File: src/hdl/exe_pkg.sv
package exe_pkg;

    localparam int DATA_W  = 32;
    localparam int REG_AW  = 5;
    localparam int IMM_W   = 16;
    localparam int JADDR_W = 26;

    typedef logic [REG_AW-1:0] reg_idx_t;
    typedef logic [DATA_W-1:0] word_t;

    ////////////////////
    // instruction encodings

    typedef enum logic [5:0] {
        OP_SPECIAL = 6'h00,
        OP_J       = 6'h02,
        OP_JAL     = 6'h03,
        OP_BEQ     = 6'h04,
        OP_BNE     = 6'h05,
        OP_ADDI    = 6'h08,
        OP_ADDIU   = 6'h09,
        OP_SLTI    = 6'h0a,
        OP_SLTIU   = 6'h0b,
        OP_ANDI    = 6'h0c,
        OP_ORI     = 6'h0d,
        OP_XORI    = 6'h0e,
        OP_LUI     = 6'h0f,
        OP_LW      = 6'h23,
        OP_SW      = 6'h2b
    } opcode_e;

    typedef enum logic [5:0] {
        FN_SLL   = 6'h00,
        FN_SRL   = 6'h02,
        FN_SRA   = 6'h03,
        FN_SLLV  = 6'h04,
        FN_SRLV  = 6'h06,
        FN_SRAV  = 6'h07,
        FN_JR    = 6'h08,
        FN_MFHI  = 6'h10,
        FN_MFLO  = 6'h12,
        FN_MULT  = 6'h18,
        FN_MULTU = 6'h19,
        FN_ADD   = 6'h20,
        FN_ADDU  = 6'h21,
        FN_SUB   = 6'h22,
        FN_SUBU  = 6'h23,
        FN_AND   = 6'h24,
        FN_OR    = 6'h25,
        FN_XOR   = 6'h26,
        FN_NOR   = 6'h27,
        FN_SLT   = 6'h2a,
        FN_SLTU  = 6'h2b
    } funct_e;

    typedef enum logic [4:0] {
        ALU_SLL, ALU_SRL, ALU_SRA, ALU_ADD, ALU_SUB, ALU_AND,
        ALU_OR, ALU_XOR, ALU_NOR, ALU_SLT, ALU_SLTU, ALU_LUI,
        ALU_HI, ALU_LO, ALU_PC4, ALU_MULT, ALU_MULTU, ALU_NONE
    } alu_op_e;

    typedef enum logic [1:0] {BR_NONE, BR_EQ, BR_NE} br_kind_e;
    typedef enum logic [1:0] {JMP_NONE, JMP_IMM, JMP_REG} jmp_kind_e;

    ////////////////////
    // stage records

    typedef struct packed {
        alu_op_e          alu_op;
        reg_idx_t         rs;
        reg_idx_t         rt;
        reg_idx_t         dest;       // 0 means no write
        logic             imm_sel;
        logic             var_shift;
        logic             sign_ext;
        logic [4:0]       shamt;
        logic [IMM_W-1:0] imm;
        logic             load;
        logic             store;
        br_kind_e         branch;
        jmp_kind_e        jump;
    } decoded_t;

    typedef struct packed {
        word_t addr;
        word_t wdata;
        logic  we;
    } mem_req_t;

    typedef struct packed {
        logic               j_valid;
        logic [JADDR_W-1:0] j_addr;
        logic               b_valid;
        logic [IMM_W-1:0]   b_addr;
    } flow_t;

    typedef struct packed {
        logic     we;
        reg_idx_t idx;
        logic     from_load;
        word_t    data;
    } wb_t;

endpackage

File: src/hdl/exe_flow_ctrl.sv
module exe_flow_ctrl (
    input  logic              clk_i,
    input  logic              reset_i,
    input  logic              instr_valid_i,
    input  exe_pkg::decoded_t dec_i,
    input  exe_pkg::word_t    rs_data_i,
    input  exe_pkg::word_t    rt_data_i,
    output exe_pkg::flow_t    flow_o
);
    import exe_pkg::*;

    logic taken;

    always_comb begin
        case (dec_i.branch)
            BR_EQ:   taken = (rs_data_i == rt_data_i);
            BR_NE:   taken = (rs_data_i != rt_data_i);
            default: taken = 1'b0;
        endcase
    end

    always_ff @(posedge clk_i) begin
        if (reset_i) begin
            flow_o <= '0;
        end else begin
            flow_o <= '0; // valid for one cycle only
            if (instr_valid_i && taken) begin
                flow_o.b_valid <= 1'b1;
                flow_o.b_addr  <= dec_i.imm;
            end
            if (instr_valid_i && dec_i.jump != JMP_NONE) begin
                flow_o.j_valid <= 1'b1;
                flow_o.j_addr  <= (dec_i.jump == JMP_REG) ? rs_data_i[JADDR_W-1:0]
                                                          : {dec_i.rs, dec_i.rt, dec_i.imm};
            end
        end
    end

endmodule

File: config.mk
export PLATFORM = sky130hd
export DESIGN_NAME = exe_flow_ctrl
export DESIGN_NICKNAME = d
export VERILOG_FILES = /design/src/hdl/exe_pkg.sv /design/src/hdl/exe_flow_ctrl.sv
export SDC_FILE = /design/constraint.sdc
export NUM_CORES = 1
export LEC_CHECK = 0
export ABC_AREA = 1
export BUFFER_PORTS_ARGS = -buffer_cell sky130_fd_sc_hd__buf_2
export CORE_MARGIN = 2
export CORE_UTILIZATION = 35
export DETAILED_ROUTE_END_ITERATION = 10
export PLACE_DENSITY = 0.77
export SLEW_MARGIN = 20
export SYNTH_ARGS = -nofsm -noshare
export SYNTH_HDL_FRONTEND = slang
export SYNTH_SLANG_ARGS = --single-unit
File: constraint.sdc
create_clock -name clk_i -period 1.3 [get_ports clk_i]
set_clock_uncertainty 0.15 [all_clocks]
set_input_delay 0.195 -clock clk_i [delete_from_list [all_inputs] [get_ports clk_i]]
set_output_delay 0.195 -clock clk_i [all_outputs]
set_load 0.01 [all_outputs]
Word level (Yosys, flattened, before mapping)
Cells that the tools add are included.
{"block": "op_classes", "addsub": 0, "multipliers": 0, "div": 0, "order_cmp": 0, "n_eq_ne": 5, "shift": 0, "muxes": 4, "bitwise": 2, "n_reduce_logical": 5}
{"op": "32-bit equality test", "count": 1}
{"op": "32-bit != test", "count": 1}
{"op": "27-bit 2-to-1 mux", "count": 1}
{"op": "26-bit 2-to-1 mux", "count": 1}
{"op": "17-bit 2-to-1 mux", "count": 1}
{"op": "2-bit equality test (second input constant)", "count": 2}
{"op": "2-bit OR reduction", "count": 2}
{"op": "2-bit by 1-bit equality test with 1-bit output (second input constant)", "count": 1}
{"op": "1-bit logical AND", "count": 2}
{"op": "1-bit NOT", "count": 2}
{"op": "1-bit case mux with 2 select lines", "count": 1}
{"op": "2-bit nonzero test", "count": 1}
{"block": "word_totals", "regBits": 44, "latch_bits": 0, "ramBits": 0, "rom_bits": 0, "elab_cells": 20, "mem_count": 0}

Longest topological paths before layout
{"block": "depth", "depth_word": 5, "ltp_mapped": 12}

Worst setup path after synthesis
No wires, ideal clock.
{"block": "synth_timing", "path_type": "in2reg", "start": "input port rt_data_i[11]", "end": "register flow_o[11] in the netlist's numbering", "setup_ns": 0.112, "t_arrival_ns": 1.082, "setup_slack_ns": -0.044, "cell_stages": 9, "path_buffers": 1, "path_cell_list": "xnor2_1 -> nand2_1 -> nor2_1 -> nand2_1 -> nor2_2 -> nand3_1 -> nand3_4 -> buf_6 -> nor2_2"}
{"block": "synth_via", "elab_chain_cells": 5}
{"element": "start: declaration", "line": "exe_flow_ctrl.sv:7", "rtl": "input exe_pkg::word_t rt_data_i,"}
{"element": "32-bit != test / 32-bit equality test (equally long branches)", "line": "exe_flow_ctrl.sv:17, exe_flow_ctrl.sv:16"}
{"element": "1-bit case mux with 2 select lines (*)", "line": "exe_flow_ctrl.sv:15", "rtl": "case (dec_i.branch)"}
{"element": "1-bit logical AND (*)", "line": "exe_flow_ctrl.sv:27", "rtl": "if (instr_valid_i && taken) begin"}
{"element": "1-bit NOT (no line) (*)"}
{"element": "2-bit OR reduction (no line) (*)"}
{"element": "end: declaration", "line": "exe_flow_ctrl.sv:8", "rtl": "output exe_pkg::flow_t flow_o"}
Every way passes the cells marked *; elsewhere a longest branch is shown, timed or not.
A chain may end at the register's enable or synchronous reset.

Worst setup path in the final report
{"block": "layout_timing", "start": "input port rt_data_i[7]", "end": "register flow_o[7] in the netlist's numbering"}
The elaborated chain is that of the path after synthesis.

==> metrics.yaml <==
status: "finished with violations"
violations: "negative setup slack"
antenna_found_initial: 0
critical_path_class: "primary input to flop"
htree_levels: 2
seqPwrFrac: 0.477
numPortBuffers: 140
largest-register: "flow_o"
syn-num-nets: 381
max_cap_violations: 0
yosysTopAreaCellShare: 0.456
post_drt_wl_per_cell_um: 11.4
yosys.area_share.simple: 0.240
cts_buffer_depth: 2
grt_first_pass_wirelength_mm: 8.78
clkPwrFrac: 0.290
num_vias: 2217
num_rows: 27
die_area_sq_um: 6130
critPathLaunchType: "primary input"
period_minus_slack_ns: 1.32
totalWireLength_mm: 5.84
cts_tree: "built"
timing.final.ws_setup_ns: -0.0228
core_sq_um: 5410
top_layer: "met4"
hp-class: "primary input to flop"
p_switching_mw: 0.754
p_comb_frac: 0.233
synth-xor-area-share: 0.0951
switching_share: 0.256
cp.arrival_ns: 1.41
yosys-top-cells-area: "dfxtp_1 (46%), nand2_1 (11%), xnor2_1 (9.5%), inv_1 (7.8%), nor2_1 (6.0%)"
grt_start_max_net_pins: 25
critPathMaxFanout: 8
p_int_mw: 2.19
finalHoldViolCount: 0
pin_count: 161
required_ns: 1.38
die_w_um: 78.3
fmax_mhz: 756
yosys.area.top_type: "dfxtp_1"
total_power_mw: 2.95
yosysUniqueCellTypes: 19
whs_path_depth: 3
drc: 0
synthArstFlopShare: 0
seq_area_frac_synth: 0.456
crit_path_end_kind: "flop"
worstMarginPinSlew_ns: 0.192
synth-edff-count: 0
cellPowerDensity_nw_per_um2: 871
clk_pin_slew_ns: 0.08
grt_pass1_vias: 2078
largest_reg_flops: 44
synth-main-ff-cell: "dfxtp_1"
ys_ff_latch: 44
final_core_util: 0.626
slew_viol_final: 0
final_area_sq_um: 3380
numCtsBuffers: 5
setup_violations: 7
synth_mux_area_frac: 0
start_util: 0.358
drt_iter0_drc: 40
dpl.hpwl_mm: 4.42
wl_met2_mm: 3.10
maxSlewHeadroom: 0.872
peakVddDrop_mv: 0.347
synth_top_family_by_area: "simple AND/OR/NAND/NOR gates"
synth_compound_area_frac: 0.103
whs_endpoint: "flow_o[14]"
grt_use_total: 0.180
wl_met1_mm: 2.32
placed_area_sq_um: 2880
rsz0062_at_grt: "true"
avgSynthCellArea_sq_um: 7.32
antenna_cells: 0
cts_num_sinks: 44
drtPass1Iterations: 4
gp_congestion: 0.754
layout_common_cells: "buf_2 (125), nand2_1 (54), dfxtp_1 (44)"
die_y_um: 78.3
finalCritPeriodShare: 1.02
overflow: 0
synth_adder_area_share: 0
yosysWarningCount: 0
fin_cells: 510
dp.cells: 486
nets: 554
p_leak_nw: 1.87
largestRegisters: "flow_o: 44 flops"
area_delta_synth_final_pct: 75.1
syn_inst: 264
drive_gt1_frac: 0.498
synthesis.area_sq_um: 1930
hold_start: "dec_i[20]"
wl_met3_um: 334
ant_nets: 0
drt-vias-per-instance: 4.35
cts-root-buf: "clkbuf_8"
layout_commonest_cell: "buf_2"
## power by group through the flow
stage               clock (mW)  sequential [mW]  combinational (mW)
finish                   0.854             1.41               0.687
global route             0.954             1.41               0.755
detailed placement           0             1.44               0.570
CTS                      0.881             1.41               0.614
floorplan                    0             1.46               0.228
global placement             0             1.44               0.557
## critical path, stage by stage
cell       delay [ns]
buf_6            0.10
xnor2_2          0.16
nand2_1          0.08
nor2_1           0.13
nand2_1          0.09
nor2_2           0.11
nand2_1          0.07
nand2_2          0.08
nand3_4          0.10
clkbuf_16        0.19
nor2_4           0.09
## Yosys cell counts, types with 2 or more instances
cell and instances:
a31oi_1 3, clkbuf_1 5, nor2_2 10, buf_2 2, xnor2_1 21, inv_1 40, nand2_1 56, inv_2 4
nor2_1 31, dfxtp_1 44, o21ai_0 19, nor3_1 7, a21oi_1 16
## cell families after synthesis
family,count (synthesis)
DFF,44
and+or+nand+nor,108
xor gates and xnor gates,21
AOI/OAI and AO/OA,39
buffers and inverters,52
## layout make-up
type / count / area (sq um)
fillers: 495 / 2020
repair buffers: 174 / 1140
multi-input cells: 168 / 1020
flip-flops and latches: 44 / 881
inverters: 44 / 165
well taps: 72 / 90.1
clock buffers: 6 / 82.6
clock inverters: 2 / 10.0
## timing repair
action / in CTS / in global routing
endpoints found under the setup margin: 17 / 17
cloned: 0 / 1
pin swaps: 4 / 3
buffers inserted: 1 / 0
hold buffers: 14 / 0
hold endpoints to repair: 14 / 0
gates resized for setup: 3 / 51
## worst max path at each step
stage             startpoint          to  slack [ns]
2_1_floorplan  rs_data_i[24]  flow_o[11]      -0.007
3_3_place_gp    rs_data_i[8]   flow_o[3]       -0.38
3_5_place_dp   rs_data_i[13]   flow_o[5]       -0.43
4_1_cts        rs_data_i[13]   flow_o[5]      -0.002
5_1_grt        rt_data_i[27]   flow_o[7]       -0.10
6_report        rt_data_i[7]   flow_o[7]       -0.02
## routing by layer
metal	track usage	vias up
li1	-	1139
met1	0.208	975
met2	0.328	95
met3	0.0345	8
met4	0.0632	0
met5	0	-
## per-stage QoR
step                hold WS, ns  setup TNS, ns  setup slack, ns
CTS                     0.00145       -0.00237         -0.00237
finish                  0.00284        -0.0607          -0.0228
detailed placement        0.286          -6.98           -0.434
global placement          0.279          -6.27           -0.379
global route             0.0143          -1.25           -0.102
floorplan                 0.145        -0.0611         -0.00696
Note: power is estimated with default switching activity, not from simulation.
