[src/hdl/exe_pkg.sv]
package exe_pkg;

    localparam int DATA_W  = 32;
    localparam int REG_AW  = 5;
    localparam int IMM_W   = 16;
    localparam int JADDR_W = 26;

    typedef logic [REG_AW-1:0] reg_idx_t;
    typedef logic [DATA_W-1:0] word_t;

    ////////////////////
    // instruction encodings

    typedef enum logic [5:0] {
        OP_SPECIAL = 6'h00,
        OP_J       = 6'h02,
        OP_JAL     = 6'h03,
        OP_BEQ     = 6'h04,
        OP_BNE     = 6'h05,
        OP_ADDI    = 6'h08,
        OP_ADDIU   = 6'h09,
        OP_SLTI    = 6'h0a,
        OP_SLTIU   = 6'h0b,
        OP_ANDI    = 6'h0c,
        OP_ORI     = 6'h0d,
        OP_XORI    = 6'h0e,
        OP_LUI     = 6'h0f,
        OP_LW      = 6'h23,
        OP_SW      = 6'h2b
    } opcode_e;

    typedef enum logic [5:0] {
        FN_SLL   = 6'h00,
        FN_SRL   = 6'h02,
        FN_SRA   = 6'h03,
        FN_SLLV  = 6'h04,
        FN_SRLV  = 6'h06,
        FN_SRAV  = 6'h07,
        FN_JR    = 6'h08,
        FN_MFHI  = 6'h10,
        FN_MFLO  = 6'h12,
        FN_MULT  = 6'h18,
        FN_MULTU = 6'h19,
        FN_ADD   = 6'h20,
        FN_ADDU  = 6'h21,
        FN_SUB   = 6'h22,
        FN_SUBU  = 6'h23,
        FN_AND   = 6'h24,
        FN_OR    = 6'h25,
        FN_XOR   = 6'h26,
        FN_NOR   = 6'h27,
        FN_SLT   = 6'h2a,
        FN_SLTU  = 6'h2b
    } funct_e;

    typedef enum logic [4:0] {
        ALU_SLL, ALU_SRL, ALU_SRA, ALU_ADD, ALU_SUB, ALU_AND,
        ALU_OR, ALU_XOR, ALU_NOR, ALU_SLT, ALU_SLTU, ALU_LUI,
        ALU_HI, ALU_LO, ALU_PC4, ALU_MULT, ALU_MULTU, ALU_NONE
    } alu_op_e;

    typedef enum logic [1:0] {BR_NONE, BR_EQ, BR_NE} br_kind_e;
    typedef enum logic [1:0] {JMP_NONE, JMP_IMM, JMP_REG} jmp_kind_e;

    ////////////////////
    // stage records

    typedef struct packed {
        alu_op_e          alu_op;
        reg_idx_t         rs;
        reg_idx_t         rt;
        reg_idx_t         dest;       // 0 means no write
        logic             imm_sel;
        logic             var_shift;
        logic             sign_ext;
        logic [4:0]       shamt;
        logic [IMM_W-1:0] imm;
        logic             load;
        logic             store;
        br_kind_e         branch;
        jmp_kind_e        jump;
    } decoded_t;

    typedef struct packed {
        word_t addr;
        word_t wdata;
        logic  we;
    } mem_req_t;

    typedef struct packed {
        logic               j_valid;
        logic [JADDR_W-1:0] j_addr;
        logic               b_valid;
        logic [IMM_W-1:0]   b_addr;
    } flow_t;

    typedef struct packed {
        logic     we;
        reg_idx_t idx;
        logic     from_load;
        word_t    data;
    } wb_t;

endpackage

[src/hdl/exe_decode.sv]
module exe_decode (
    input  exe_pkg::word_t    instr_i,
    output exe_pkg::decoded_t dec_o
);
    import exe_pkg::*;

    opcode_e  opcode;
    funct_e   funct;
    reg_idx_t rd;
    reg_idx_t rt;

    assign opcode = opcode_e'(instr_i[31:26]);
    assign funct  = funct_e'(instr_i[5:0]);
    assign rd     = instr_i[15:11];
    assign rt     = instr_i[20:16];

    always_comb begin
        dec_o        = '0;
        dec_o.alu_op = ALU_NONE;
        dec_o.rs     = instr_i[25:21]; // rs, rt, imm together form the jump target
        dec_o.rt     = rt;
        dec_o.shamt  = instr_i[10:6];
        dec_o.imm    = instr_i[15:0];
        dec_o.branch = BR_NONE;
        dec_o.jump   = JMP_NONE;

        case (opcode)
            OP_SPECIAL: begin
                dec_o.dest      = rd;
                dec_o.var_shift = (funct inside {FN_SLLV, FN_SRLV, FN_SRAV});
                case (funct)
                    FN_SLL, FN_SLLV:  dec_o.alu_op = ALU_SLL;
                    FN_SRL, FN_SRLV:  dec_o.alu_op = ALU_SRL;
                    FN_SRA, FN_SRAV:  dec_o.alu_op = ALU_SRA;
                    FN_ADD, FN_ADDU:  dec_o.alu_op = ALU_ADD; // no overflow trap
                    FN_SUB, FN_SUBU:  dec_o.alu_op = ALU_SUB;
                    FN_AND:           dec_o.alu_op = ALU_AND;
                    FN_OR:            dec_o.alu_op = ALU_OR;
                    FN_XOR:           dec_o.alu_op = ALU_XOR;
                    FN_NOR:           dec_o.alu_op = ALU_NOR;
                    FN_SLT:           dec_o.alu_op = ALU_SLT;
                    FN_SLTU:          dec_o.alu_op = ALU_SLTU;
                    FN_MFHI:          dec_o.alu_op = ALU_HI;
                    FN_MFLO:          dec_o.alu_op = ALU_LO;
                    FN_MULT, FN_MULTU: begin
                        dec_o.alu_op = (funct == FN_MULT) ? ALU_MULT : ALU_MULTU;
                        dec_o.dest   = '0;
                    end
                    FN_JR: begin
                        dec_o.jump = JMP_REG;
                        dec_o.dest = '0;
                    end
                    default: dec_o.dest = '0;
                endcase
            end
            OP_ADDI, OP_ADDIU, OP_SLTI, OP_SLTIU, OP_ANDI, OP_ORI, OP_XORI, OP_LUI: begin
                dec_o.dest     = rt;
                dec_o.imm_sel  = 1'b1;
                dec_o.sign_ext = (opcode inside {OP_ADDI, OP_ADDIU, OP_SLTI, OP_SLTIU});
                case (opcode)
                    OP_ADDI, OP_ADDIU: dec_o.alu_op = ALU_ADD;
                    OP_SLTI:           dec_o.alu_op = ALU_SLT;
                    OP_SLTIU:          dec_o.alu_op = ALU_SLTU;
                    OP_ANDI:           dec_o.alu_op = ALU_AND;
                    OP_ORI:            dec_o.alu_op = ALU_OR;
                    OP_XORI:           dec_o.alu_op = ALU_XOR;
                    default:           dec_o.alu_op = ALU_LUI;
                endcase
            end
            OP_LW: begin
                dec_o.dest     = rt; // any register may be loaded
                dec_o.load     = 1'b1;
                dec_o.sign_ext = 1'b1;
            end
            OP_SW: begin
                dec_o.store    = 1'b1;
                dec_o.sign_ext = 1'b1;
            end
            OP_BEQ:  dec_o.branch = BR_EQ;
            OP_BNE:  dec_o.branch = BR_NE;
            OP_J:    dec_o.jump = JMP_IMM;
            OP_JAL: begin
                dec_o.jump   = JMP_IMM;
                dec_o.dest   = 5'd31;
                dec_o.alu_op = ALU_PC4; // return address
            end
            default: ;
        endcase
    end

endmodule

[config.mk]
export PLATFORM = sky130hd
export DESIGN_NAME = exe_decode
export DESIGN_NICKNAME = d
export VERILOG_FILES = /design/src/hdl/exe_pkg.sv /design/src/hdl/exe_decode.sv
export SDC_FILE = /design/constraint.sdc
export NUM_CORES = 1
export LEC_CHECK = 0
export ABC_CLOCK_PERIOD_IN_PS = 2940
export BUFFER_PORTS_ARGS = -buffer_cell sky130_fd_sc_hd__buf_4
export CORE_UTILIZATION = 39
export DETAILED_ROUTE_END_ITERATION = 10
export PLACE_DENSITY_LB_ADDON = 0.1
export SLEW_MARGIN = 20
export SYNTH_ARGS = -nofsm -noshare
export SYNTH_HDL_FRONTEND = slang
export SYNTH_SLANG_ARGS = --single-unit
[constraint.sdc]
create_clock -name vclk -period 2.94
set_clock_uncertainty 0.15 [all_clocks]
set_input_delay 0.588 -clock vclk [all_inputs]
set_output_delay 0.588 -clock vclk [all_outputs]
set_load 0.05 [all_outputs]
**Word-level counts from Yosys, hierarchy flattened**

Cells that the tools add are included.
Widths: inputs -> output; s select.

- Flip-flop bits (word level): 0
- Output and inout port bits: 50
- Input bits: 32

- Reductions and logical operators: 16
- Multiplexer cells: 14
- Equality and inequality tests: 34

Operators with widths:

| operator | count |
|---|---|
| $eq 6x6->1 const B | 12 |
| $pmux 5 s14 | 1 |
| $eq 6x4->1 const B | 9 |
| $eq 6x3->1 const B | 5 |
| $pmux 5 s3 | 2 |
| $eq 6x2->1 const B | 4 |
| $eq 6x5->1 const B | 4 |
| $pmux 4 s6 | 1 |
| $reduce_or 18->1 | 1 |
| $reduce_or 2->1 | 9 |
| $logic_not 6->1 | 2 |
| $mux 5 | 2 |
| $reduce_or 9->1 | 1 |
| $pmux 2 s2 | 2 |
| $reduce_or 8->1 | 1 |
| $mux 1 | 4 |
| $reduce_bool 4->1 | 1 |
| $reduce_bool 3->1 | 1 |
| $mux 2 | 1 |
| $pmux 1 s2 | 1 |

**Logic depth before layout (Yosys ltp)**

- Word-level depth: 4
- Gate-level depth with buffers: 5
- Depth with buffers taken out: 4

**Least setup slack after synthesis**

OpenSTA, ideal clock, no wires.

- Path kind: input to output
- From: input port instr_i[28]
- To: output port dec_o[28] (netlist bit)
- Required time: 2.202 ns
- Slack: -0.559 ns
- Cell stages on the path: 5
- Arrival: 2.761 ns
- Cell sequence: buf_6 or3_4 or3_4 or3_4 nor3_1

RTL lines:

| item | RTL line | RTL |
|---|---|---|
| from (decl) | exe_decode.sv:2 | `input exe_pkg::word_t instr_i,` |
| to (decl) | exe_decode.sv:3 | `output exe_pkg::decoded_t dec_o` |

==> results by group <==
Run status
  • Status: completed

Synth
  • Sequential share of the synthesized area: 0%
  • Ys Warns: 0
  • Area contributors post-synth: buf_4, a221o_1, a21oi_1, nor2b_1, nor3_1
  • Mapped cell area: 883.3 um2
  • Syn_area_per_cell: 6.743 um2
  • Netlist cell types: 41
  • Cells after Synth: 131
  • Syn Nets: 163
  • Largest area contributor in the netlist: buf_4
  • Synth top area share: 28.05%

Layout
  • Register area: 0 um2
  • Most frequent cells in the layout: buf_4, nor2_1, a21oi_1
  • NumNets Final: 194
  • # fillers: 208
  • Final core occ: 58.70%
  • CLK BUF: 0
  • Layout cells sized above 1: 51.25%
  • N_diodes: 0
  • Final sequential cell count: 0
  • Layout area overhead: 35.69%
  • Commonest non-fill, non-tap cell in the layout: buf_4

Routing
  • Drt via density: 5.711
  • Drt pass-1 iters: 4
  • DRC viols: 0
  • Post-Route WL: 2728 um
  • DR iter-0 viols: 27
  • Via Count: 1068
  • Avg WL per Cell: 14.59 um
  • Final ANT Viol Nets: 0

Placed design
  • Post-DP HPWL: 2078 um
  • # port buffers: 57
  • Post-Place Worst Slack: -0.01254 ns
  • GPL Wtd Cong: 0.8642

Setup path
  • Crit. Startpoint: instr_i[26]
  • Peak fanout along the critical path: 2
  • Setup crit end: dec_o[1]
  • Critical path type: in2out
  • WP data required: 2.20 ns
  • Worst EP arrival: 2.18 ns
  • Crit path capture type: primary output
  • CP Launch Type: input port

STA
  • Worst-margin pin slew: 0.5660 ns
  • Crit path time final: 2.919 ns
  • Achievable Freq: 0.3426 GHz
  • Slew Limit Fails: 0
  • Final worst setup slack: 0.02133 ns
  • Hold Slack: 1.026 ns
  • Fin crit share: 99.27%
  • Endpoints failing hold: 0
  • Max-slew headroom: 61.79%
  • Fin Setup TNS: 0 ns
  • Finish-stage setup viols: 0
  • RSZ-0062 raised after global routing: yes

Floorplan
  • Die area: 2459 um2
  • Initial Util: 43.26%
  • Die H: 49.59 um
  • Core Area: 2042 um2
  • I/O Pins: 82
  • Row Count: 16
  • Die Wd: 49.59 um

Flow run
  • Max cap viols: 0

Hold path
  • Hold Crit Class: in2out

GRT
  • Vias in the first global route: 973
  • Tot GR Track Use: 20.75%
  • Initial antenna violation count: 0
  • Overflow after GRT: 0
  • First-pass GRT wire length: 4202 um
  • Pin count of the biggest net entering global routing: 17

Pwr
  • Leakage: 0.0005437 uW
  • Pwr Density: 171.0 nW/um2
  • Max VDD drop: 0.00009931 V
  • Total power: 205.0 uW
==> cells in the mapped netlist (all sizes together) (2+ instances only) <==
master,instances
nor4b,2
nor2b,6
nand2,4
nor2,7
nor3,7
a21oi,8
o221ai,2
o211ai,4
clkbuf,4
inv,5
nand2b,4
or2,2
buf,38
nand3,3
or4,2
o21ai,3
nor4,3
a211o,3
a221o,5
or3,3
==> logic make-up (layout without fill, tap and decap cells) <==
| logic type | count (synthesis) | count (layout) | share of synthesized area (%) |
|---|---|---|---|
| buffers and inverters | 47 | 76 | 35.55 |
| xor gates and xnor gates | 1 | 1 | 0.9917 |
| and+or+nand+nor | 48 | 48 | 33.85 |
| AOI/OAI and AO/OA | 34 | 34 | 28.47 |
| adders and majority gates | 1 | 1 | 1.133 |
==> how the worst min path moves through the flow <==
stage,depth (start not counted),endpoint,startpoint
6_report,0,dec_o[40],instr_i[21]
5_1_grt,0,dec_o[40],instr_i[21]
4_1_cts,0,dec_o[40],instr_i[21]
3_5_place_dp,0,dec_o[40],instr_i[21]
3_3_place_gp,0,dec_o[40],instr_i[21]
2_1_floorplan,1,dec_o[4],instr_i[30]
==> area by class of cell <==
cell class | instances | area [um2] | share of cell area, %
inverters | 5 | 18.77 | 1.566
well taps | 27 | 33.78 | 2.818
multi-input cells | 84 | 601.8 | 50.21
repair buffers | 71 | 544.3 | 45.41
==> per-layer routing <==
| layer | routed length (um) | share of wire, % | global-route usage [%] | vias to the layer above |
|---|---|---|---|---|
| met5 | 0 | 0 | 0 | - |
| met4 | 78 | 2.9 | 8.571 | 0 |
| met3 | 235 | 8.6 | 1.235 | 18 |
| met2 | 1281 | 47 | 37.61 | 56 |
| met1 | 1131 | 41 | 24.91 | 479 |
| li1 | - | - | - | 515 |
==> power by group <==
| group | internal (uW) | switching (uW) | leakage (uW) |
|---|---|---|---|
| Clock | 0 | 0 | 0 |
| Sequential | 0 | 0 | 0 |
| Combinational | 75.2 | 130 | 0.000544 |
| Total | 75.2 | 130 | 0.000544 |
==> stage by stage <==
step	area (um2)	instances
6_report	1199	187
5_1_grt	1199	187
4_1_cts	1192	187
3_5_place_dp	1185	187
3_3_place_gp	1185	187
2_1_floorplan	913.4	131
==> critical path, cell delays in order <==
cell,delay (ns)
buf_6,0.09
or3_4,0.38
or3_4,0.34
or3_4,0.37
nor4b_4,0.23
buf_6,0.19
==> repair_timing <==
action	CTS	global route
endpoints found under the setup margin	1	6
resized for setup	2	2
buffers inserted	0	0
pin swaps	0	0
hold buffers	0	0
(Power assumes the default switching activity.)
