[src/hdl/exe_pkg.sv]
package exe_pkg;

    localparam int DATA_W  = 32;
    localparam int REG_AW  = 5;
    localparam int IMM_W   = 16;
    localparam int JADDR_W = 26;

    typedef logic [REG_AW-1:0] reg_idx_t;
    typedef logic [DATA_W-1:0] word_t;

    ////////////////////
    // instruction encodings

    typedef enum logic [5:0] {
        OP_SPECIAL = 6'h00,
        OP_J       = 6'h02,
        OP_JAL     = 6'h03,
        OP_BEQ     = 6'h04,
        OP_BNE     = 6'h05,
        OP_ADDI    = 6'h08,
        OP_ADDIU   = 6'h09,
        OP_SLTI    = 6'h0a,
        OP_SLTIU   = 6'h0b,
        OP_ANDI    = 6'h0c,
        OP_ORI     = 6'h0d,
        OP_XORI    = 6'h0e,
        OP_LUI     = 6'h0f,
        OP_LW      = 6'h23,
        OP_SW      = 6'h2b
    } opcode_e;

    typedef enum logic [5:0] {
        FN_SLL   = 6'h00,
        FN_SRL   = 6'h02,
        FN_SRA   = 6'h03,
        FN_SLLV  = 6'h04,
        FN_SRLV  = 6'h06,
        FN_SRAV  = 6'h07,
        FN_JR    = 6'h08,
        FN_MFHI  = 6'h10,
        FN_MFLO  = 6'h12,
        FN_MULT  = 6'h18,
        FN_MULTU = 6'h19,
        FN_ADD   = 6'h20,
        FN_ADDU  = 6'h21,
        FN_SUB   = 6'h22,
        FN_SUBU  = 6'h23,
        FN_AND   = 6'h24,
        FN_OR    = 6'h25,
        FN_XOR   = 6'h26,
        FN_NOR   = 6'h27,
        FN_SLT   = 6'h2a,
        FN_SLTU  = 6'h2b
    } funct_e;

    typedef enum logic [4:0] {
        ALU_SLL, ALU_SRL, ALU_SRA, ALU_ADD, ALU_SUB, ALU_AND,
        ALU_OR, ALU_XOR, ALU_NOR, ALU_SLT, ALU_SLTU, ALU_LUI,
        ALU_HI, ALU_LO, ALU_PC4, ALU_MULT, ALU_MULTU, ALU_NONE
    } alu_op_e;

    typedef enum logic [1:0] {BR_NONE, BR_EQ, BR_NE} br_kind_e;
    typedef enum logic [1:0] {JMP_NONE, JMP_IMM, JMP_REG} jmp_kind_e;

    ////////////////////
    // stage records

    typedef struct packed {
        alu_op_e          alu_op;
        reg_idx_t         rs;
        reg_idx_t         rt;
        reg_idx_t         dest;       // 0 means no write
        logic             imm_sel;
        logic             var_shift;
        logic             sign_ext;
        logic [4:0]       shamt;
        logic [IMM_W-1:0] imm;
        logic             load;
        logic             store;
        br_kind_e         branch;
        jmp_kind_e        jump;
    } decoded_t;

    typedef struct packed {
        word_t addr;
        word_t wdata;
        logic  we;
    } mem_req_t;

    typedef struct packed {
        logic               j_valid;
        logic [JADDR_W-1:0] j_addr;
        logic               b_valid;
        logic [IMM_W-1:0]   b_addr;
    } flow_t;

    typedef struct packed {
        logic     we;
        reg_idx_t idx;
        logic     from_load;
        word_t    data;
    } wb_t;

endpackage

[src/hdl/exe_alu.sv]
module exe_alu (
    input  logic              clk_i,
    input  logic              reset_i,
    input  logic              instr_valid_i,
    input  exe_pkg::decoded_t dec_i,
    input  exe_pkg::word_t    rs_data_i,
    input  exe_pkg::word_t    rt_data_i,
    input  exe_pkg::word_t    pc_plus4_i,
    output exe_pkg::word_t    result_o
);
    import exe_pkg::*;

    word_t               ext_imm;
    word_t               op_b;
    logic [4:0]          sh_amt;
    logic                mul_signed;
    logic [2*DATA_W-1:0] mul_a;
    logic [2*DATA_W-1:0] mul_b;
    logic [2*DATA_W-1:0] product;
    word_t               hi_q;
    word_t               lo_q;

    assign ext_imm = dec_i.sign_ext ? {{(DATA_W-IMM_W){dec_i.imm[IMM_W-1]}}, dec_i.imm}
                                    : {{(DATA_W-IMM_W){1'b0}}, dec_i.imm};
    assign op_b    = dec_i.imm_sel ? ext_imm : rt_data_i;
    assign sh_amt  = dec_i.var_shift ? rs_data_i[4:0] : dec_i.shamt;

    ////////////////////
    // multiplier, one array for both signs

    assign mul_signed = (dec_i.alu_op == ALU_MULT);
    assign mul_a      = {{DATA_W{mul_signed & rs_data_i[DATA_W-1]}}, rs_data_i};
    assign mul_b      = {{DATA_W{mul_signed & rt_data_i[DATA_W-1]}}, rt_data_i};
    assign product    = mul_a * mul_b; // low half of the wide product

    always_ff @(posedge clk_i) begin
        if (reset_i) begin
            hi_q <= '0;
            lo_q <= '0;
        end else if (instr_valid_i && dec_i.alu_op inside {ALU_MULT, ALU_MULTU}) begin
            hi_q <= product[2*DATA_W-1:DATA_W];
            lo_q <= product[DATA_W-1:0];
        end
    end

    ////////////////////
    // result select

    always_comb begin
        case (dec_i.alu_op)
            ALU_SLL:  result_o = rt_data_i << sh_amt;
            ALU_SRL:  result_o = rt_data_i >> sh_amt;
            ALU_SRA:  result_o = $signed(rt_data_i) >>> sh_amt;
            ALU_ADD:  result_o = rs_data_i + op_b;
            ALU_SUB:  result_o = rs_data_i - op_b;
            ALU_AND:  result_o = rs_data_i & op_b;
            ALU_OR:   result_o = rs_data_i | op_b;
            ALU_XOR:  result_o = rs_data_i ^ op_b;
            ALU_NOR:  result_o = ~(rs_data_i | op_b);
            ALU_SLT:  result_o = {{(DATA_W-1){1'b0}}, $signed(rs_data_i) < $signed(op_b)};
            ALU_SLTU: result_o = {{(DATA_W-1){1'b0}}, rs_data_i < op_b};
            ALU_LUI:  result_o = {dec_i.imm, {(DATA_W-IMM_W){1'b0}}};
            ALU_HI:   result_o = hi_q;
            ALU_LO:   result_o = lo_q;
            ALU_PC4:  result_o = pc_plus4_i;
            default:  result_o = '0; // mult, multu, none
        endcase
    end

endmodule

[config.mk]
export PLATFORM = sky130hd
export DESIGN_NAME = exe_alu
export DESIGN_NICKNAME = d
export VERILOG_FILES = /design/src/hdl/exe_pkg.sv /design/src/hdl/exe_alu.sv
export SDC_FILE = /design/constraint.sdc
export NUM_CORES = 2
export LEC_CHECK = 0
export BUFFER_PORTS_ARGS = -buffer_cell sky130_fd_sc_hd__buf_2
export CAP_MARGIN = 20
export CORE_UTILIZATION = 45
export DETAILED_ROUTE_END_ITERATION = 8
export PLACE_DENSITY_LB_ADDON = 0.25
export SKIP_CTS_REPAIR_TIMING = 1
export SYNTH_ARGS = -nofsm -noshare
export SYNTH_HDL_FRONTEND = slang
export SYNTH_SLANG_ARGS = --single-unit
[constraint.sdc]
create_clock -name clk_i -period 9.1 [get_ports clk_i]
set_clock_uncertainty 0.2 [all_clocks]
set_input_delay 0.91 -clock clk_i [delete_from_list [all_inputs] [get_ports clk_i]]
set_output_delay 0.91 -clock clk_i [all_outputs]
set_load 0.02 [all_outputs]
Yosys cells after proc, flatten, opt, wreduce, memory -nomap -nowiden
Cells that the tools add are included.
{"block": "op_classes", "n_addsub": 2, "n_mul": 1, "magnitude_cmp": 2, "eq_ne": 16, "shifts": 3, "mux": 4, "bitwise": 6, "reduce_logical": 3}
{"cell": "$pmux W32 S15", "n": 1}
{"cell": "$lt A32 B32 Y1", "n": 2}
{"cell": "$mul A33 B33 Y64", "n": 1}
{"cell": "$mux W32", "n": 2}
{"cell": "$eq A5 B4 Y1 const B", "n": 8}
{"cell": "$add A32 B32 Y32", "n": 1}
{"cell": "$and A32 B32 Y32", "n": 1}
{"cell": "$not A32 Y32", "n": 1}
{"cell": "$or A32 B32 Y32", "n": 1}
{"cell": "$shl A32 B5 Y32", "n": 1}
{"cell": "$shr A32 B5 Y32", "n": 1}
{"cell": "$sshr A32 B5 Y32", "n": 1}
{"cell": "$sub A32 B32 Y32", "n": 1}
{"cell": "$xor A32 B32 Y32", "n": 1}
{"cell": "$eq A5 B3 Y1 const B", "n": 4}
{"cell": "$eq A5 B2 Y1 const B", "n": 2}
{"cell": "$eq A5 B1 Y1 const B", "n": 1}
{"cell": "$eq A5 B5 Y1 const B", "n": 1}
{"cell": "$logic_not A5 Y1", "n": 1}
{"cell": "$mux W5", "n": 1}
{"cell": "$and A1 B1 Y1", "n": 2}
{"cell": "$reduce_bool A2 Y1", "n": 1}
{"cell": "$logic_and A1 B1 Y1", "n": 1}
{"block": "totals", "register_bits": 64, "in_bits": 149, "output_inout_bits": 32}

Depth between registers and ports, before layout
{"block": "depth", "depth_word": 5, "depth_mapped": 32}

Least setup slack after synthesis
No wires, ideal clock.
{"block": "synth_timing", "path_type": "input to register", "startpoint": "input dec_i[45] in the netlist's numbering", "endpoint": "register hi_q[30]", "setup_ns": 0.135, "arrival_ns": 8.700, "required_ns": 8.765, "setup_slack_ns": 0.065, "stages": 28, "cell_sequence": "clkbuf_1 > nand3b_1 > nor3_1 > clkbuf_1 > nand2_1 > inv_1 > fa_1 > fa_1 > fa_1 > fa_1 > inv_1 > fa_1 > fa_1 > fa_1 > fa_1 > inv_1 > ha_1 > clkbuf_1 > a21o_1 > a21o_1 > a21o_1 > a21o_1 > a21oi_1 > nor2_1 > a211oi_1 > nor4_1 > a311oi_1 > o211ai_1"}
{"block": "synth_via", "elab_chain_cells": 3}
{"item": "start, declared", "line_no": "exe_alu.sv:5", "source": "input exe_pkg::decoded_t dec_i,"}
{"item": "$eq A5 B4 Y1 / $eq A5 B5 Y1 (equally long branches)", "line_no": "exe_alu.sv:31, exe_alu.sv:40"}
{"item": "$and A1 B1 Y1 (tied with other cells)", "line_no": "exe_alu.sv:32", "source": "assign mul_a = {{DATA_W{mul_signed & rs_data_i[DATA_W-1]}}, rs_data_i};"}
{"item": "$mul A33 B33 Y64 / $logic_and A1 B1 Y1 (equally long branches)", "line_no": "exe_alu.sv:34, exe_alu.sv:40"}
{"item": "end signal, assigned", "line_no": "exe_alu.sv:41", "source": "hi_q <= product[2*DATA_W-1:DATA_W];"}
{"item": "end, declared", "line_no": "exe_alu.sv:20", "source": "word_t hi_q;"}
Several ways; a longest one is shown, not always the timed one.
A chain may end at the register's enable or synchronous reset.

Final worst setup path
{"block": "layout_timing", "startpoint": "input dec_i[49] in the netlist's numbering", "endpoint": "register hi_q[27]"}
Same word-level chain as after synthesis.

==> results.md <==
* Initial Util at 0.456
* Die Width at 335 um
* Area occupied by multi-input gates at 42600 um^2
* RSZ-0062 raised after global routing: true
* Critical path's most frequent cell: fa_1
* Clk slew on worst S/H paths at 60 ps
* Nets at 7770
* Post-Syn Instances at 5989
* Hold Vio Cnt, Final at 0
* Area leader, netlist: fa_1
* Critical path's slowest cell: fa_1
* Critical Path RT at 9110 ps
* CTS Sinks at 64
* Worst slew pin tran at 1090 ps
* Slew Limit Fails at 0
* Synthesized area per cell at 8.31 um^2
* Fillers at 10600
* TritonRoute pass-1 iters at 8
* Residual DRC at 0
* Vias in the first global route at 45000
* H-Tree Depth at 3
* Post-DR vias/cell at 5.63
* Die area at 112000 um^2
* Rows at 121
* IO Count at 181
* CP peak stage delay at 570 ps
* Post-Syn Nets at 7573
* Post-synth top cells: inv_1, fa_1, nand2_1
* Synth top area share at 0.453
* Die H at 335 um
* Hold_ws at 255 ps
* DRT Wirelength at 183 mm
* Tmin final at 8820 ps
* CTS Buf Count at 9
* Status: complete, no violations
* RePlAce Congestion at 0.997
* CP endpoint kind: flip-flop
* Final setup fails at 0
* PortBufs at 159
* DRT iter0 DRCs at 4121
* CTS tree: built
* Share of cells above drive strength 1 at 0.113
* Clock Latency Late Sink at 340 ps
* Clock Path Buffers at 2
* Main synth FF type: dfxtp_1
* First-pass GRT wire length at 281 mm
* Core ar. at 109000 um^2
* Crit Path Max Fanout at 11
* Final Util at 0.503
* Startpoint class of the critical path: input port
* Arrival time worst endpoint at 8830 ps
* Post-synth EDFFs at 0
* Register bit total from synthesis at 64
* DR WL/cell at 23.9 um
* Worst Hold Class: reg2reg
* Post-Syn Area at 49800 um^2
* DP HPWL at 154 mm
* Vias at 43200
* Routed Antenna Nets at 0
* Yosys warns at 0
* GRT Overall Usage at 0.334
* Sequential fraction of the synthesis area at 0.0257
* Remaining global-route overflow at 0
* Period Utilization, post-route at 0.970
* Register Area at 1280 um^2
* Slew headroom at 0.266
* Largest net degree at the start of global routing at 67
* Number of distinct library cells after synthesis at 89
* Area growth syn-to-layout at 10.5%
* Highest clock rate at 0.113 GHz
* CP Class: in2reg
* Root Buffer: clkbuf_16
* Synth top area cells: fa_1, inv_1, ha_1, nand2_1, and2_1
* Initial antenna violation count at 14
* Share of flip-flops with an asynchronous set or reset at 0
* Number of max-cap violations at 0
* Most common cell in the netlist: inv_1
==> cell families (layout without fill, tap and decap cells) <==
kind of cell,Yosys count,after routing,synth area share
flops,64,64,0.0257
xor+xnor,66,66,0.0116
compound gates,809,809,0.108
other cells,0,6,0
buf+inv,1610,1812,0.123
fa+ha+maj,1435,1435,0.531
simple gates,1866,1866,0.170
mux,139,139,0.0320
==> cell type report <==
cell class                 count  area share
multi-input combinational   4315       0.775
inverter                    1221      0.0834
clock inverter                 3     0.00118
antenna                        6    0.000273
tap                         1476      0.0336
clock buffer                  13     0.00455
timing repair buffer         575      0.0786
sequential                    64      0.0233
==> registers in the layout, indices dropped and copies added (netlist names) <==
signal	cells
lo_q	32
hi_q	32
==> worst paths after layout <==
check	depth (start not counted)	startpoint	slack (ps)	end
worst max-delay path	31	dec_i[49]	280	hi_q[27]$_SDFFE_PP0P_
worst min register to register	2	lo_q[2]$_SDFFE_PP0P_	260	lo_q[2]$_SDFFE_PP0P_
worst max register to register	2	hi_q[3]$_SDFFE_PP0P_	7980	hi_q[3]$_SDFFE_PP0P_
worst min-delay path	2	lo_q[2]$_SDFFE_PP0P_	260	lo_q[2]$_SDFFE_PP0P_
==> metrics by stage <==
stage	instances	area (um^2)	TNS, ps	setup slack, ps
5_1_grt	7668	55000	-201	-70.2
4_1_cts	7660	54800	0	58.4
3_5_place_dp	7644	54500	-2260	-308
2_1_floorplan	5989	49800	0	64.9
3_3_place_gp	7644	54500	-1920	-283
6_report	7673	55000	0	275
==> routing by layer <==
metal | global-route usage | up-vias | part of all wire
met2 | 0.528 | 1951 | 0.45
met4 | 0.142 | 8 | 0.048
li1 | - | 18800 | -
met5 | 0 | - | 0.00033
met1 | 0.458 | 22100 | 0.41
met3 | 0.0462 | 338 | 0.090
==> layout by cell type, fill, tap and decap left out, types with 30 or more instances in the layout <==
master	Yosys	routed
inv_1	1220	1213
fa_1	1127	1114
nand2_1	993	989
buf_4	7	384
and2_1	344	342
ha_1	308	306
nor2_1	272	263
a21oi_1	248	247
buf_2	13	156
o21ai_0	136	134
mux2i_1	110	106
dfxtp_1	64	64
nand3_1	57	57
nor3_1	51	48
a21o_1	48	48
xnor2_1	48	48
a22oi_1	42	42
a221oi_1	36	36
o211ai_1	34	34
a211oi_1	33	32
buf_12	0	30
==> worst max-delay path, delay by kind of cell <==
family | cells | cell delay [ps]
simple gates | 4 | 810
compound gates | 7 | 1340
buf+inv | 11 | 1410
fa+ha+maj | 9 | 4320
Power is left out: the tool's default activity adds up to more than one toggle a clock period on the data nets, which glitch-free logic cannot reach.
